`src/dram_pkg.sv`:
```
`default_nettype none

package dram_pkg;

    // request word and data widths on the L2 side
    parameter int L2_REQ_WIDTH = 20;
    parameter int DATA_WIDTH   = 8;

    // instruction word layout, the offset field is carried but never decoded
    parameter int OFFSET_MSB = 19;
    parameter int OFFSET_LSB = 13;
    parameter int BANK_MSB   = 12;
    parameter int BANK_LSB   = 10;
    parameter int ROW_MSB    = 9;
    parameter int ROW_LSB    = 3;
    parameter int COL_MSB    = 2;
    parameter int COL_LSB    = 0;

    // array geometry and the id widths that follow from it
    parameter int NUM_OF_BANKS = 8;
    parameter int NUM_OF_ROWS  = 128;
    parameter int NUM_OF_COLS  = 8;
    parameter int BANK_W       = $clog2(NUM_OF_BANKS);
    parameter int ROW_W        = $clog2(NUM_OF_ROWS);
    parameter int COL_W        = $clog2(NUM_OF_COLS);

    // command codes on the DRAM bus
    parameter logic [1:0] CMD_ACT     = 2'd0;
    parameter logic [1:0] CMD_READ    = 2'd1;
    parameter logic [1:0] CMD_WRITE   = 2'd2;
    parameter logic [1:0] CMD_REFRESH = 2'd3;

    // default sizes, overridden from the top level
    parameter int DEF_BUF_DEPTH        = 16;
    parameter int DEF_REFRESH_INTERVAL = 256;

endpackage

`default_nettype wire

```
`src/dram_cmd_if.sv`:
```
`default_nettype none

// one requester's command path into the arbiter
interface dram_cmd_if;

    logic                              req;
    logic [1:0]                        cmd;
    logic [dram_pkg::BANK_W-1:0]       bank_id;
    logic [dram_pkg::ROW_W-1:0]        row_id;
    logic [dram_pkg::COL_W-1:0]        col_id;
    logic [dram_pkg::DATA_WIDTH-1:0]   wdata;
    // done pulses once when the command has completed on the bus
    logic                              done;
    logic [dram_pkg::DATA_WIDTH-1:0]   rdata;

    modport requester (
        output req, cmd, bank_id, row_id, col_id, wdata,
        input  done, rdata
    );

    modport arbiter (
        input  req, cmd, bank_id, row_id, col_id, wdata,
        output done, rdata
    );

endinterface

`default_nettype wire

```
`src/access_engine.sv`:
```
`default_nettype none

module access_engine (
    input  logic                              clk,
    input  logic                              rst,
    input  logic                              buf_empty,
    input  logic                              head_rw,
    input  logic [dram_pkg::L2_REQ_WIDTH-1:0] head_instr,
    input  logic [dram_pkg::DATA_WIDTH-1:0]   head_data,
    input  logic                              rows_closed,
    output logic                              buf_pop,
    dram_cmd_if.requester                     bus,
    output logic                              rsp_valid,
    output logic [dram_pkg::DATA_WIDTH-1:0]   rsp_data
);

    localparam logic [1:0] ST_IDLE     = 2'd0;
    localparam logic [1:0] ST_ACTIVATE = 2'd1;
    localparam logic [1:0] ST_ACCESS   = 2'd2;
    localparam logic [1:0] ST_RESPOND  = 2'd3;

    logic [1:0]                      state;
    logic                            cur_rw;
    logic [dram_pkg::BANK_W-1:0]     cur_bank;
    logic [dram_pkg::ROW_W-1:0]      cur_row;
    logic [dram_pkg::COL_W-1:0]      cur_col;
    logic [dram_pkg::DATA_WIDTH-1:0] cur_wdata;
    logic [dram_pkg::BANK_W-1:0]     head_bank;
    logic [dram_pkg::ROW_W-1:0]      head_row;
    logic                            row_hit;

    // open row per bank, valid bit says the bank is active
    logic [dram_pkg::ROW_W-1:0]        open_row [dram_pkg::NUM_OF_BANKS];
    logic [dram_pkg::NUM_OF_BANKS-1:0] open_valid;

    assign head_bank = head_instr[dram_pkg::BANK_MSB:dram_pkg::BANK_LSB];
    assign head_row  = head_instr[dram_pkg::ROW_MSB:dram_pkg::ROW_LSB];

    // a refresh landing this cycle closes the row even though valid is still set
    assign row_hit = open_valid[head_bank] && !rows_closed && (open_row[head_bank] == head_row);

    assign buf_pop   = (state == ST_IDLE) && !buf_empty;
    assign rsp_valid = (state == ST_RESPOND);

    assign bus.req     = (state == ST_ACTIVATE) || (state == ST_ACCESS);
    assign bus.cmd     = (state == ST_ACTIVATE) ? dram_pkg::CMD_ACT :
                         cur_rw ? dram_pkg::CMD_WRITE : dram_pkg::CMD_READ;
    assign bus.bank_id = cur_bank;
    assign bus.row_id  = cur_row;
    assign bus.col_id  = cur_col;
    assign bus.wdata   = cur_wdata;

    always_ff @(posedge clk) begin
        if (rst) begin
            state      <= ST_IDLE;
            open_valid <= '0;
        end else begin
            if (rows_closed) begin
                open_valid <= '0;
            end
            case (state)
                ST_IDLE: begin
                    if (!buf_empty) begin
                        state <= row_hit ? ST_ACCESS : ST_ACTIVATE;
                    end
                end
                ST_ACTIVATE: begin
                    if (bus.done) begin
                        open_valid[cur_bank] <= 1'b1;
                        state                <= ST_ACCESS;
                    end
                end
                ST_ACCESS: begin
                    if (bus.done) begin
                        state <= cur_rw ? ST_IDLE : ST_RESPOND;
                    end else if (rows_closed) begin
                        // refresh won the bus first and closed our row, reopen it
                        state <= ST_ACTIVATE;
                    end
                end
                default: state <= ST_IDLE;
            endcase
        end
    end

    always_ff @(posedge clk) begin
        if (buf_pop) begin
            cur_rw    <= head_rw;
            cur_bank  <= head_bank;
            cur_row   <= head_row;
            cur_col   <= head_instr[dram_pkg::COL_MSB:dram_pkg::COL_LSB];
            cur_wdata <= head_data;
        end
        if ((state == ST_ACTIVATE) && bus.done) begin
            open_row[cur_bank] <= cur_row;
        end
        if ((state == ST_ACCESS) && bus.done && !cur_rw) begin
            rsp_data <= bus.rdata;
        end
    end

endmodule

`default_nettype wire

```
`src/cmd_arbiter.sv`:
```
`default_nettype none

module cmd_arbiter (
    input  logic                                clk,
    input  logic                                rst,
    dram_cmd_if.arbiter                         acc,
    dram_cmd_if.arbiter                         rfsh,
    output logic                                cmd_req,
    output logic [1:0]                          cmd,
    output logic [dram_pkg::NUM_OF_BANKS-1:0]   bank_sel,
    output logic [dram_pkg::ROW_W-1:0]          row_sel,
    output logic [dram_pkg::COL_W-1:0]          col_sel,
    output logic [dram_pkg::DATA_WIDTH-1:0]     dram_wdata,
    input  logic                                cmd_ack,
    input  logic [dram_pkg::DATA_WIDTH-1:0]     dram_rdata
);

    localparam logic [1:0] ST_IDLE         = 2'd0;
    localparam logic [1:0] ST_WAIT_ACK     = 2'd1;
    localparam logic [1:0] ST_WAIT_RELEASE = 2'd2;

    localparam logic [dram_pkg::NUM_OF_BANKS-1:0] BANK_ONE = 1;

    logic [1:0]                      state;
    logic                            owner_ref;
    logic                            done;
    logic [dram_pkg::DATA_WIDTH-1:0] rdata_q;
    logic [1:0]                      sel_cmd;
    logic [dram_pkg::BANK_W-1:0]     sel_bank;
    logic [dram_pkg::ROW_W-1:0]      sel_row;
    logic [dram_pkg::COL_W-1:0]      sel_col;
    logic [dram_pkg::DATA_WIDTH-1:0] sel_wdata;

    // refresh has priority at every grant decision
    assign sel_cmd   = rfsh.req ? rfsh.cmd     : acc.cmd;
    assign sel_bank  = rfsh.req ? rfsh.bank_id : acc.bank_id;
    assign sel_row   = rfsh.req ? rfsh.row_id  : acc.row_id;
    assign sel_col   = rfsh.req ? rfsh.col_id  : acc.col_id;
    assign sel_wdata = rfsh.req ? rfsh.wdata   : acc.wdata;

    // handshake ends once ack is seen low again
    assign done = (state == ST_WAIT_RELEASE) && !cmd_ack;

    assign acc.done   = done && !owner_ref;
    assign rfsh.done  = done && owner_ref;
    assign acc.rdata  = owner_ref ? '0 : rdata_q;
    assign rfsh.rdata = owner_ref ? rdata_q : '0;

    always_ff @(posedge clk) begin
        if (rst) begin
            state     <= ST_IDLE;
            cmd_req   <= 1'b0;
            owner_ref <= 1'b0;
        end else begin
            case (state)
                ST_IDLE: begin
                    if (rfsh.req || acc.req) begin
                        owner_ref <= rfsh.req;
                        cmd_req   <= 1'b1;
                        state     <= ST_WAIT_ACK;
                    end
                end
                ST_WAIT_ACK: begin
                    if (cmd_ack) begin
                        cmd_req <= 1'b0;
                        state   <= ST_WAIT_RELEASE;
                    end
                end
                ST_WAIT_RELEASE: begin
                    if (!cmd_ack) begin
                        state <= ST_IDLE;
                    end
                end
                default: state <= ST_IDLE;
            endcase
        end
    end

    always_ff @(posedge clk) begin
        if ((state == ST_IDLE) && (rfsh.req || acc.req)) begin
            cmd        <= sel_cmd;
            bank_sel   <= BANK_ONE << sel_bank;
            row_sel    <= sel_row;
            col_sel    <= sel_col;
            dram_wdata <= sel_wdata;
        end
        // read data is only valid while ack is high
        if ((state == ST_WAIT_ACK) && cmd_ack) begin
            rdata_q <= dram_rdata;
        end
    end

endmodule

`default_nettype wire

```
`src/dram_ctrl_top.sv`:
```
`default_nettype none

module dram_ctrl_top #(
    parameter int BUF_DEPTH        = dram_pkg::DEF_BUF_DEPTH,
    parameter int REFRESH_INTERVAL = dram_pkg::DEF_REFRESH_INTERVAL
) (
    input  logic                                clk,
    input  logic                                rst,
    // L2 side
    input  logic                                l2_cmd_valid,
    input  logic                                l2_rw_req,
    input  logic [dram_pkg::L2_REQ_WIDTH-1:0]   l2_req_instr,
    input  logic [dram_pkg::DATA_WIDTH-1:0]     l2_req_data,
    output logic                                l2_req_full,
    output logic                                l2_rsp_valid,
    output logic [dram_pkg::DATA_WIDTH-1:0]     l2_rsp_data,
    // DRAM command bus, row and column go out as binary ids
    output logic                                cmd_req,
    output logic [1:0]                          cmd,
    output logic [dram_pkg::NUM_OF_BANKS-1:0]   bank_sel,
    output logic [dram_pkg::ROW_W-1:0]          row_sel,
    output logic [dram_pkg::COL_W-1:0]          col_sel,
    output logic [dram_pkg::DATA_WIDTH-1:0]     dram_wdata,
    input  logic                                cmd_ack,
    input  logic [dram_pkg::DATA_WIDTH-1:0]     dram_rdata
);

    logic                              buf_empty;
    logic                              buf_pop;
    logic                              head_rw;
    logic [dram_pkg::L2_REQ_WIDTH-1:0] head_instr;
    logic [dram_pkg::DATA_WIDTH-1:0]   head_data;
    logic                              rows_closed;
    logic                              refresh_flag;

    dram_cmd_if acc_bus ();
    dram_cmd_if ref_bus ();

    l2_req_buffer #(
        .BUF_DEPTH (BUF_DEPTH)
    ) i_l2_req_buffer (
        .clk        (clk),
        .rst        (rst),
        .push       (l2_cmd_valid),
        .push_rw    (l2_rw_req),
        .push_instr (l2_req_instr),
        .push_data  (l2_req_data),
        .pop        (buf_pop),
        .empty      (buf_empty),
        .full       (l2_req_full),
        .head_rw    (head_rw),
        .head_instr (head_instr),
        .head_data  (head_data)
    );

    access_engine i_access_engine (
        .clk         (clk),
        .rst         (rst),
        .buf_empty   (buf_empty),
        .head_rw     (head_rw),
        .head_instr  (head_instr),
        .head_data   (head_data),
        .rows_closed (rows_closed),
        .buf_pop     (buf_pop),
        .bus         (acc_bus.requester),
        .rsp_valid   (l2_rsp_valid),
        .rsp_data    (l2_rsp_data)
    );

    refresh_engine #(
        .REFRESH_INTERVAL (REFRESH_INTERVAL)
    ) i_refresh_engine (
        .clk          (clk),
        .rst          (rst),
        .bus          (ref_bus.requester),
        .refresh_flag (refresh_flag),
        .rows_closed  (rows_closed)
    );

    cmd_arbiter i_cmd_arbiter (
        .clk        (clk),
        .rst        (rst),
        .acc        (acc_bus.arbiter),
        .rfsh       (ref_bus.arbiter),
        .cmd_req    (cmd_req),
        .cmd        (cmd),
        .bank_sel   (bank_sel),
        .row_sel    (row_sel),
        .col_sel    (col_sel),
        .dram_wdata (dram_wdata),
        .cmd_ack    (cmd_ack),
        .dram_rdata (dram_rdata)
    );

endmodule

`default_nettype wire

```
`src/l2_req_buffer.sv`:
```
`default_nettype none

module l2_req_buffer #(
    parameter int BUF_DEPTH = dram_pkg::DEF_BUF_DEPTH
) (
    input  logic                              clk,
    input  logic                              rst,
    input  logic                              push,
    input  logic                              push_rw,
    input  logic [dram_pkg::L2_REQ_WIDTH-1:0] push_instr,
    input  logic [dram_pkg::DATA_WIDTH-1:0]   push_data,
    input  logic                              pop,
    output logic                              empty,
    output logic                              full,
    output logic                              head_rw,
    output logic [dram_pkg::L2_REQ_WIDTH-1:0] head_instr,
    output logic [dram_pkg::DATA_WIDTH-1:0]   head_data
);

    localparam int PTR_W   = $clog2(BUF_DEPTH);
    localparam int CNT_W   = $clog2(BUF_DEPTH + 1);
    localparam int ENTRY_W = 1 + dram_pkg::L2_REQ_WIDTH + dram_pkg::DATA_WIDTH;

    logic [ENTRY_W-1:0] mem [BUF_DEPTH];
    logic [PTR_W-1:0]   wr_ptr;
    logic [PTR_W-1:0]   rd_ptr;
    logic [CNT_W-1:0]   count;
    logic               do_push;
    logic               do_pop;

    // depth need not be a power of two
    function automatic logic [PTR_W-1:0] next_ptr(input logic [PTR_W-1:0] ptr);
        next_ptr = (ptr == PTR_W'(BUF_DEPTH - 1)) ? '0 : ptr + 1'b1;
    endfunction

    assign empty   = (count == '0);
    assign full    = (count == CNT_W'(BUF_DEPTH));
    assign do_push = push && !full;
    assign do_pop  = pop && !empty;

    assign {head_rw, head_instr, head_data} = mem[rd_ptr];

    always_ff @(posedge clk) begin
        if (rst) begin
            wr_ptr <= '0;
            rd_ptr <= '0;
            count  <= '0;
        end else begin
            if (do_push) begin
                wr_ptr <= next_ptr(wr_ptr);
            end
            if (do_pop) begin
                rd_ptr <= next_ptr(rd_ptr);
            end
            count <= count + CNT_W'(do_push) - CNT_W'(do_pop);
        end
    end

    always_ff @(posedge clk) begin
        if (do_push) begin
            mem[wr_ptr] <= {push_rw, push_instr, push_data};
        end
    end

endmodule

`default_nettype wire

```
`src/refresh_engine.sv`:
```
`default_nettype none

module refresh_engine #(
    parameter int REFRESH_INTERVAL = dram_pkg::DEF_REFRESH_INTERVAL
) (
    input  logic          clk,
    input  logic          rst,
    dram_cmd_if.requester bus,
    output logic          refresh_flag,
    output logic          rows_closed
);

    localparam int CNT_W = $clog2(REFRESH_INTERVAL + 1);

    logic [CNT_W-1:0] cnt;

    // counter parks at the interval and holds req until the refresh is done
    assign bus.req     = (cnt == CNT_W'(REFRESH_INTERVAL));
    assign bus.cmd     = dram_pkg::CMD_REFRESH;
    assign bus.bank_id = '0;
    assign bus.row_id  = '0;
    assign bus.col_id  = '0;
    assign bus.wdata   = '0;

    // a refresh closes every bank
    assign refresh_flag = bus.done;
    assign rows_closed  = bus.done;

    always_ff @(posedge clk) begin
        if (rst) begin
            cnt <= '0;
        end else if (bus.done) begin
            cnt <= '0;
        end else if (!bus.req) begin
            cnt <= cnt + 1'b1;
        end
    end

endmodule

`default_nettype wire

```
`config.mk`:
```
export PLATFORM = sky130hd
export DESIGN_NAME = dram_ctrl_top
export DESIGN_NICKNAME = d
export VERILOG_FILES = /design/src/dram_pkg.sv /design/src/dram_cmd_if.sv /design/src/access_engine.sv /design/src/cmd_arbiter.sv /design/src/dram_ctrl_top.sv /design/src/l2_req_buffer.sv /design/src/refresh_engine.sv
export SDC_FILE = /design/constraint.sdc
export NUM_CORES = 1
export LEC_CHECK = 0
export BUFFER_PORTS_ARGS = -buffer_cell sky130_fd_sc_hd__buf_4
export CAP_MARGIN = 20
export CORE_MARGIN = 2
export CORE_UTILIZATION = 30
export CTS_BUF_LIST = sky130_fd_sc_hd__clkbuf_4 sky130_fd_sc_hd__clkbuf_8 sky130_fd_sc_hd__clkbuf_16
export CTS_CLUSTER_DIAMETER = 40
export DETAILED_ROUTE_END_ITERATION = 8
export GPL_TIMING_DRIVEN = 0
export HOLD_SLACK_MARGIN = 0.1
export PLACE_DENSITY_LB_ADDON = 0.08
export RECOVER_POWER = 50
export SLEW_MARGIN = 0
export SYNTH_ARGS = -nofsm -noshare
export SYNTH_HDL_FRONTEND = slang
export SYNTH_SLANG_ARGS = --single-unit
```
`constraint.sdc`:
```
create_clock -name clk -period 6 [get_ports clk]
set_input_delay 0.3 -clock clk [delete_from_list [all_inputs] [get_ports clk]]
set_output_delay 0.3 -clock clk [all_outputs]
set_load 0.01 [all_outputs]
```
==> results of run 1 <==
[flip-flops by register name, summed over array words and instances (netlist names), 3 cells and up, named ones only]
register and flops:
i_l2_req_buffer.rd_ptr 4, i_l2_req_buffer.count 5, i_cmd_arbiter.bank_sel 8, i_refresh_engine.cnt 9, i_access_engine.bus.bank_id 3, i_cmd_arbiter.row_sel 7
i_access_engine.open_valid 8, i_cmd_arbiter.rdata_q 8, i_l2_req_buffer.wr_ptr 4, i_cmd_arbiter.col_sel 3, i_access_engine.bus.wdata 8, i_l2_req_buffer.mem 352
i_access_engine.bus.row_id 7, i_access_engine.open_row 56, i_cmd_arbiter.dram_wdata 8, i_access_engine.bus.col_id 3, i_access_engine.rsp_data 8
[final cells by class]
cell class	instances	area share, %
sequential	514	58.8
timing repair buffer	137	4.58
antenna	1	0.00980
clock buffer	103	9.68
tap	864	4.23
multi-input combinational	427	18.3
inverter	21	0.309
buffer	43	0.784
clock inverter	73	3.28
[power breakdown]
group | switching (mW) | total (mW) | internal [mW]
Sequential | 0.156 | 4.56 | 4.40
Combinational | 1.48 | 2.60 | 1.12
Clock | 1.88 | 5.45 | 3.57
Total | 3.52 | 12.6 | 9.09
[cells in the final DEF, fill, tap and decap left out, drive strengths merged, types with 3 or more instances in the layout]
master | Yosys | layout
mux4 | 107 | 107
dlygate4sd3 | 0 | 32
dfxtp | 40 | 40
clkinvlp | 0 | 19
nor4b | 3 | 3
o21ai | 13 | 13
and2 | 34 | 34
nand2 | 29 | 29
bufinv | 0 | 13
mux2i | 45 | 45
xor2 | 10 | 10
edfxtp | 474 | 474
nor2 | 40 | 40
buf | 18 | 52
ha | 17 | 17
nand3 | 8 | 8
or3 | 3 | 3
clkinv | 0 | 29
a22oi | 11 | 11
xnor2 | 13 | 13
nor3 | 12 | 12
nand2b | 5 | 5
nor2b | 20 | 20
inv | 21 | 33
clkbuf | 25 | 199
nand4 | 3 | 3
a21oi | 18 | 18
and3 | 3 | 3
a221oi | 4 | 4
[worst max-delay path by stage]
stage | cells after the start | start | to | slack (ps)
after global routing | 8 | flip-flop | i_access_engine.bus.wdata[4] | 780
final | 8 | flip-flop | i_access_engine.cur_rw | 1070
after detailed placement | 8 | flip-flop | i_access_engine.cur_rw | 900
after global placement | 7 | i_l2_req_buffer.count[3] | i_l2_req_buffer.mem[6][15] | -410
after CTS | 8 | flip-flop | i_access_engine.cur_rw | 910
after floorplan | 8 | flip-flop | i_access_engine.bus.col_id[0] | 2680
[logic make-up after synthesis]
family / synth area share (%)
flip-flops: 75.5
AND/OR/NAND/NOR: 4.57
multiplexers: 14.4
buffers and inverters: 1.40
AO/OA/AOI/OAI: 1.93
XOR/XNOR: 1.01
adder cells (fa/ha/maj): 1.17
[routing by layer]
metal | wire length, µm | track usage (%) | vias up
li1 | - | - | 4543
met1 | 23000 | 20.3 | 5384
met2 | 25300 | 25.5 | 238
met3 | 2460 | 3.40 | 71
met4 | 1090 | 5.22 | 2
met5 | 12 | 0 | -
[worst register-to-register path, stage by stage (launching register included)]
cell and delay [ps]:
dfxtp_1 320, buf_6 150, clkbuf_1 550, clkbuf_1 690
buf_2 480, clkbuf_1 660, clkbuf_1 860, mux4_2 440
mux4_2 510
[repair_timing]
| item | CTS | global route |
|---|---|---|
| hold buffers | 32 | 0 |
| endpoints found under the setup margin | 0 | 0 |
| hold endpoints to repair | 364 | 0 |
| buffers inserted | 0 | 0 |
[stage by stage]
stage	util [%]	TNS [ps]	hold WS, ps
after detailed placement	33.7	0	471
after global placement	32.8	-30530	461
after CTS	39.2	0	378
after floorplan	-	0	399
final	38.9	0	435
after global routing	38.9	0	417
==> run_results.csv, run 1 <==
group,metric,value,unit
min_path,hold_end,"i_cmd_arbiter.rdata_q[3]",
min_path,worstHoldStart,"dram_rdata[3]",
setup_path,cp_common_cell,"clkbuf_1",
grt,grt_pass1_wl,74800,µm
pwr,power.total,12.6,mW
setup_path,cp_max_fo,10,
synthesis,netlist_top_cells_count,"474 x edfxtp_1, 106 x mux4_2, 45 x mux2i_1",
synthesis,yosys-top-cells-area,"edfxtp_1 71%, mux4_2 12%, dfxtp_1 4.0%",
clock_network,cts_tree,"done",
sta,post-route-period-util,82.2,%
sta,fin_skew,27.0,ps
detailed_routing,drt_iter0_markers,660,
setup_path,crit_type,"flip-flop to flip-flop",
pwr,peakVddDrop,0.221,mV
place,postPlaceCellArea,22200,µm²
clock_network,clk_path_buf_depth,3,
floorplanning,fp-row-count,94,
floorplanning,core_area,65700,µm²
detailed_routing,ant_nets,0,
setup_path,crit_required,6340,ps
layout,stdcell_count,2183,
floorplanning,die_height,262,µm
setup_path,slowest_stage,"clkbuf_1",
sta,fin_ws,1070,ps
floorplanning,die_w,262,µm
synthesis,syn-cell-area,19900,µm²
place,preCtsSetupSlack,904,ps
synthesis,async_flop_share,0,%
place,hpwl,32700,µm
sta,finalSetupViolCount,0,
synthesis,synth_seq_area_share,75.5,%
grt,grt_util_all_layers,15.5,%
detailed_routing,routed_wl,51900,µm
synthesis,yosysTopAreaCellShare,71.5,%
synthesis,synth_flop_cell,"edfxtp_1",
sta,worst_slew_pin_slew,1070,ps
setup_path,cp-start-kind,"flip-flop",
clock_network,cts.repair.resized,0,
synthesis,synth_nets,1064,
grt,grt_max_degree,29,
floorplanning,io_pins,80,
clock_network,cts_buffers,94,
sta,fin_crit,4930,ps
clock_network,cts_root_buf,"clkbuf_16",
detailed_routing,vias,10200,
layout,design_area,25500,µm²
sta,hold_violations,0,
grt,antenna_found_initial,1,
place,place_inst,1973,
setup_path,end_kind,"flip-flop",
status,status,"finished, final reports clean",
detailed_routing,drt-pass1-iter-count,4,
floorplanning,start_util,30.3,%
sta,rsz0062_at_grt,"no",
place,port_buffers,71,
synthesis,yosysWarnings,0,
layout,drive_gt1_share,27.3,%
sta,relSlewSlack,28.4,%
setup_path,r2r_end,"i_access_engine.cur_rw",
synthesis,syn_inst,1005,
min_path,min_path_cells,2,
clock_network,cts_sinks,514,
min_path,hold_class,"primary input to flip-flop",
pwr,leakage,8.41,nW
layout,final_nets,1297,
layout,multi_input_area,4670,µm²
grt,grt_overflow_total,0,
clock_network,h-tree-depth,3,
setup_path,arrival,5270,ps
setup_path,slowest_delay,860,ps
clock_network,cts.clk_slew.worst_paths,50,ps
pwr,pwr_density_cell,494,nW/µm²
detailed_routing,remaining_drc_errors,0,
setup_path,path_cells,"buf_6, clkbuf_1, clkbuf_1, buf_2, clkbuf_1, clkbuf_1, mux4_2, mux4_2",
synthesis,synth_area_leader_cell,"edfxtp_1",
synthesis,ys_seq_elements,514,
setup_path,crit_buf_inv,6,
layout,area_delta_synth_final,28.3,%
place,gp_congestion,0.743,
setup_path,crit_family,"buffers and inverters",
sta,fmax,203,MHz
job,maxCapViolCount,0,
setup_path,rrSetupSlack,1070,ps
synthesis,syn_area_per_cell,19.8,µm²
setup_path,rr_worst_depth,8,
clock_network,clk_latency,630,ps
detailed_routing,avgRoutedWirePerCell,23.8,µm
sta,final_max_slew_viol_count,0,
synthesis,synth_edf_count,474,
layout,fill_cells,5984,
grt,grt_pass1_vias,10700,
synthesis,ys_types,55,
synthesis,synth.most_common_cell,"edfxtp_1",
floorplanning,die-area,68500,µm²
detailed_routing,viasPerCell,4.69,
layout,regArea,15000,µm²
Note: power is estimated with default switching activity, not from simulation.
==> run 2, diff against run 1 <==
- ABC_AREA: default -> 1
- clock period: 6 -> 4.7 ns (I/O delays scaled with it)
==> run_results.csv, run 2 <==
group,metric,value,unit
synthesis,syn-cell-area,20500,µm²
layout,drive_gt1_share,13.0,%
floorplanning,io_pins,80,
synthesis,yosysWarnings,0,
synthesis,synth_flop_cell,"edfxtp_1",
synthesis,yosys-top-cells-area,"edfxtp_1 70%, nand2_1 4.8%, nand3_1 4.1%",
sta,fin_crit,3420,ps
detailed_routing,vias,13700,
grt,grt_util_all_layers,17.5,%
floorplanning,die-area,70300,µm²
place,place_inst,2596,
sta,rsz0062_at_grt,"no",
floorplanning,die_w,265,µm
layout,final_cell_mix,"474 x edfxtp_1, 259 x nand2_1, 168 x nand3_1",
setup_path,path_cells,"clkbuf_1, clkbuf_1, clkbuf_1, o221ai_1, o211ai_1, nand2_1",
job,maxCapViolCount,1,
setup_path,crit_type,"flip-flop to flip-flop",
pwr,power.total,16.3,mW
sta,post-route-period-util,72.8,%
place,port_buffers,71,
setup_path,crit_buf_inv,3,
setup_path,crit_required,5010,ps
detailed_routing,avgRoutedWirePerCell,22.1,µm
setup_path,slowest_delay,760,ps
sta,setup_tns,0,ps
synthesis,synth.most_common_cell,"edfxtp_1",
setup_path,rrSetupSlack,1280,ps
detailed_routing,routed_wl,61700,µm
layout,final_nets,1906,
floorplanning,core_area,67400,µm²
detailed_routing,remaining_drc_errors,0,
status,status,"finished, violations left",
detailed_routing,drt_iter0_markers,1074,
place,gp_congestion,0.757,
clock_network,cts_sinks,514,
sta,relSlewSlack,-8.93,%
synthesis,synth_area_leader_cell,"edfxtp_1",
layout,regArea,15000,µm²
detailed_routing,ant_nets,0,
setup_path,crit_family,"buffers and inverters",
clock_network,clk_latency,620,ps
grt,grt_pass1_vias,13500,
setup_path,cp_max_fo,10,
clock_network,cts.clk_slew.worst_paths,50,ps
setup_path,end_kind,"flip-flop",
layout,antennaDiodeCount,0,
setup_path,rr_worst_depth,6,
floorplanning,start_util,30.4,%
clock_network,clk_path_buf_depth,3,
sta,hold_violations,0,
floorplanning,fp-row-count,95,
setup_path,arrival,3730,ps
setup_path,path_depth,6,
synthesis,yosysTopAreaCellShare,69.6,%
sta,fin_skew,23.2,ps
synthesis,synth_nets,1690,
layout,regMostFlops,"i_l2_req_buffer.mem",
layout,stdcell_count,2794,
sta,finalSetupViolCount,0,
clock_network,cts_buffers,88,
synthesis,syn_inst,1631,
grt,grt_pass1_wl,89900,µm
synthesis,synth_edf_count,474,
clock_network,cts_root_buf,"clkbuf_16",
status,violations,"max-capacitance violations, max-slew violations",
synthesis,synth_seq_area_share,73.5,%
sta,worst_slew_pin_slew,1630,ps
synthesis,ys_types,38,
layout,multi_input_area,4640,µm²
layout,largest_register_ffs,352,
setup_path,cp_common_cell,"clkbuf_1",
floorplanning,die_height,265,µm
clock_network,cts_tree,"done",
grt,grt_overflow_total,0,
setup_path,cp-start-kind,"flip-flop",
setup_path,r2r_end,"i_access_engine.bus.col_id[2]",
min_path,hold_class,"primary input to flip-flop",
clock_network,h-tree-depth,3,
grt,grt_max_degree,20,
grt,antenna_found_initial,1,
sta,final_max_slew_viol_count,15,
layout,layout_commonest_cell,"edfxtp_1",
layout,largest_registers,"i_l2_req_buffer.mem (352), i_access_engine.open_row (56), i_refresh_engine.cnt (9)",
setup_path,endpoint,"i_access_engine.bus.col_id[2]",
synthesis,async_flop_share,0,%
layout,area_delta_synth_final,26.1,%
sta,fmax,292,MHz
pwr,pwr_density_cell,634,nW/µm²
layout,fill_cells,6425,
setup_path,slowest_stage,"clkbuf_1",
synthesis,syn_area_per_cell,12.5,µm²
pwr,leakage,9.05,nW
pwr,peakVddDrop,0.242,mV
place,hpwl,38900,µm
detailed_routing,viasPerCell,4.89,
synthesis,netlist_top_cells_count,"474 x edfxtp_1, 259 x nand2_1, 178 x nor2_1",
detailed_routing,drt-pass1-iter-count,5,
synthesis,ys_seq_elements,514,
run 2: changes by cell type after synthesis, moves of 37 or more:
cell / previous run / this run
mux4_2: 106 / 0
o21ai_0: 12 / 110
nand3_1: 8 / 168
nor2_1: 40 / 178
mux2i_1: 45 / 0
nand2_1: 28 / 259
a21oi_1: 18 / 55
inv_1: 20 / 109
run 2: report_power, final:
part           switching [mW]  internal (mW)
registers               0.214           5.64
clock network            2.30           4.27
logic                    2.73           1.19
run 2: worst register-to-register path, cell delays in order, from the launching register on:
cell      delay, ps
dfxtp_1         390
clkbuf_1        630
clkbuf_1        630
clkbuf_1        770
o221ai_1        340
o211ai_1        160
nand2_1         190
run 2: metrics by stage:
step	hold WS [ps]	setup slack, ps	util [%]	instance area (µm²)
after global placement	416	-1180	32.8	22100
after floorplan	334	1680	-	20500
after detailed placement	415	1310	33.6	22600
after global routing	341	1030	38.3	25800
final	374	1280	38.3	25800
after CTS	315	1290	38.7	26100
run 2: logic make-up (layout without fill, tap and decap cells):
group,Yosys count,in the layout,synth area share (%)
xor+xnor,4,4,0.171
fa+ha+maj,18,18,1.14
buf+inv,200,490,4.37
flops,514,514,73.5
compound gates,271,271,8.14
simple gates,624,624,12.7
run 2: area by class of cell:
| cell class | instances | area share [%] |
|---|---|---|
| clock buffers | 102 | 9.10 |
| well taps | 873 | 4.23 |
| flip-flops and latches | 514 | 58.3 |
| plain buffers | 87 | 1.82 |
| repair buffers | 126 | 4.12 |
| clock inverters | 62 | 2.79 |
| multi-input cells | 917 | 18.0 |
| inverters | 113 | 1.64 |
run 2: timing repair:
action | 4_1_cts | 5_1_grt
buffers inserted | 0 | 0
hold buffers | 34 | 0
gates resized for setup | 0 | 0
endpoints found under the setup margin | 0 | 0
endpoints found under the hold margin | 370 | 0
run 2: worst min path at each step:
stage,from,end,slack (ps),cells past startpoint
floorplan,dram_rdata[0],i_cmd_arbiter.rdata_q[0],330,0
global route,dram_rdata[2],i_cmd_arbiter.rdata_q[2],340,2
CTS,dram_rdata[2],i_cmd_arbiter.rdata_q[2],320,2
global placement,dram_rdata[1],i_cmd_arbiter.rdata_q[1],420,1
detailed placement,dram_rdata[1],i_cmd_arbiter.rdata_q[1],410,1
finish,dram_rdata[2],i_cmd_arbiter.rdata_q[2],370,2
run 2: per-layer routing:
layer,part of all wire (%),vias to the layer above,track usage [%]
li1,-,6346,-
met1,46,6797,24.3
met2,46,398,27.6
met3,5.0,119,3.21
met4,2.6,0,5.71
met5,0,-,0
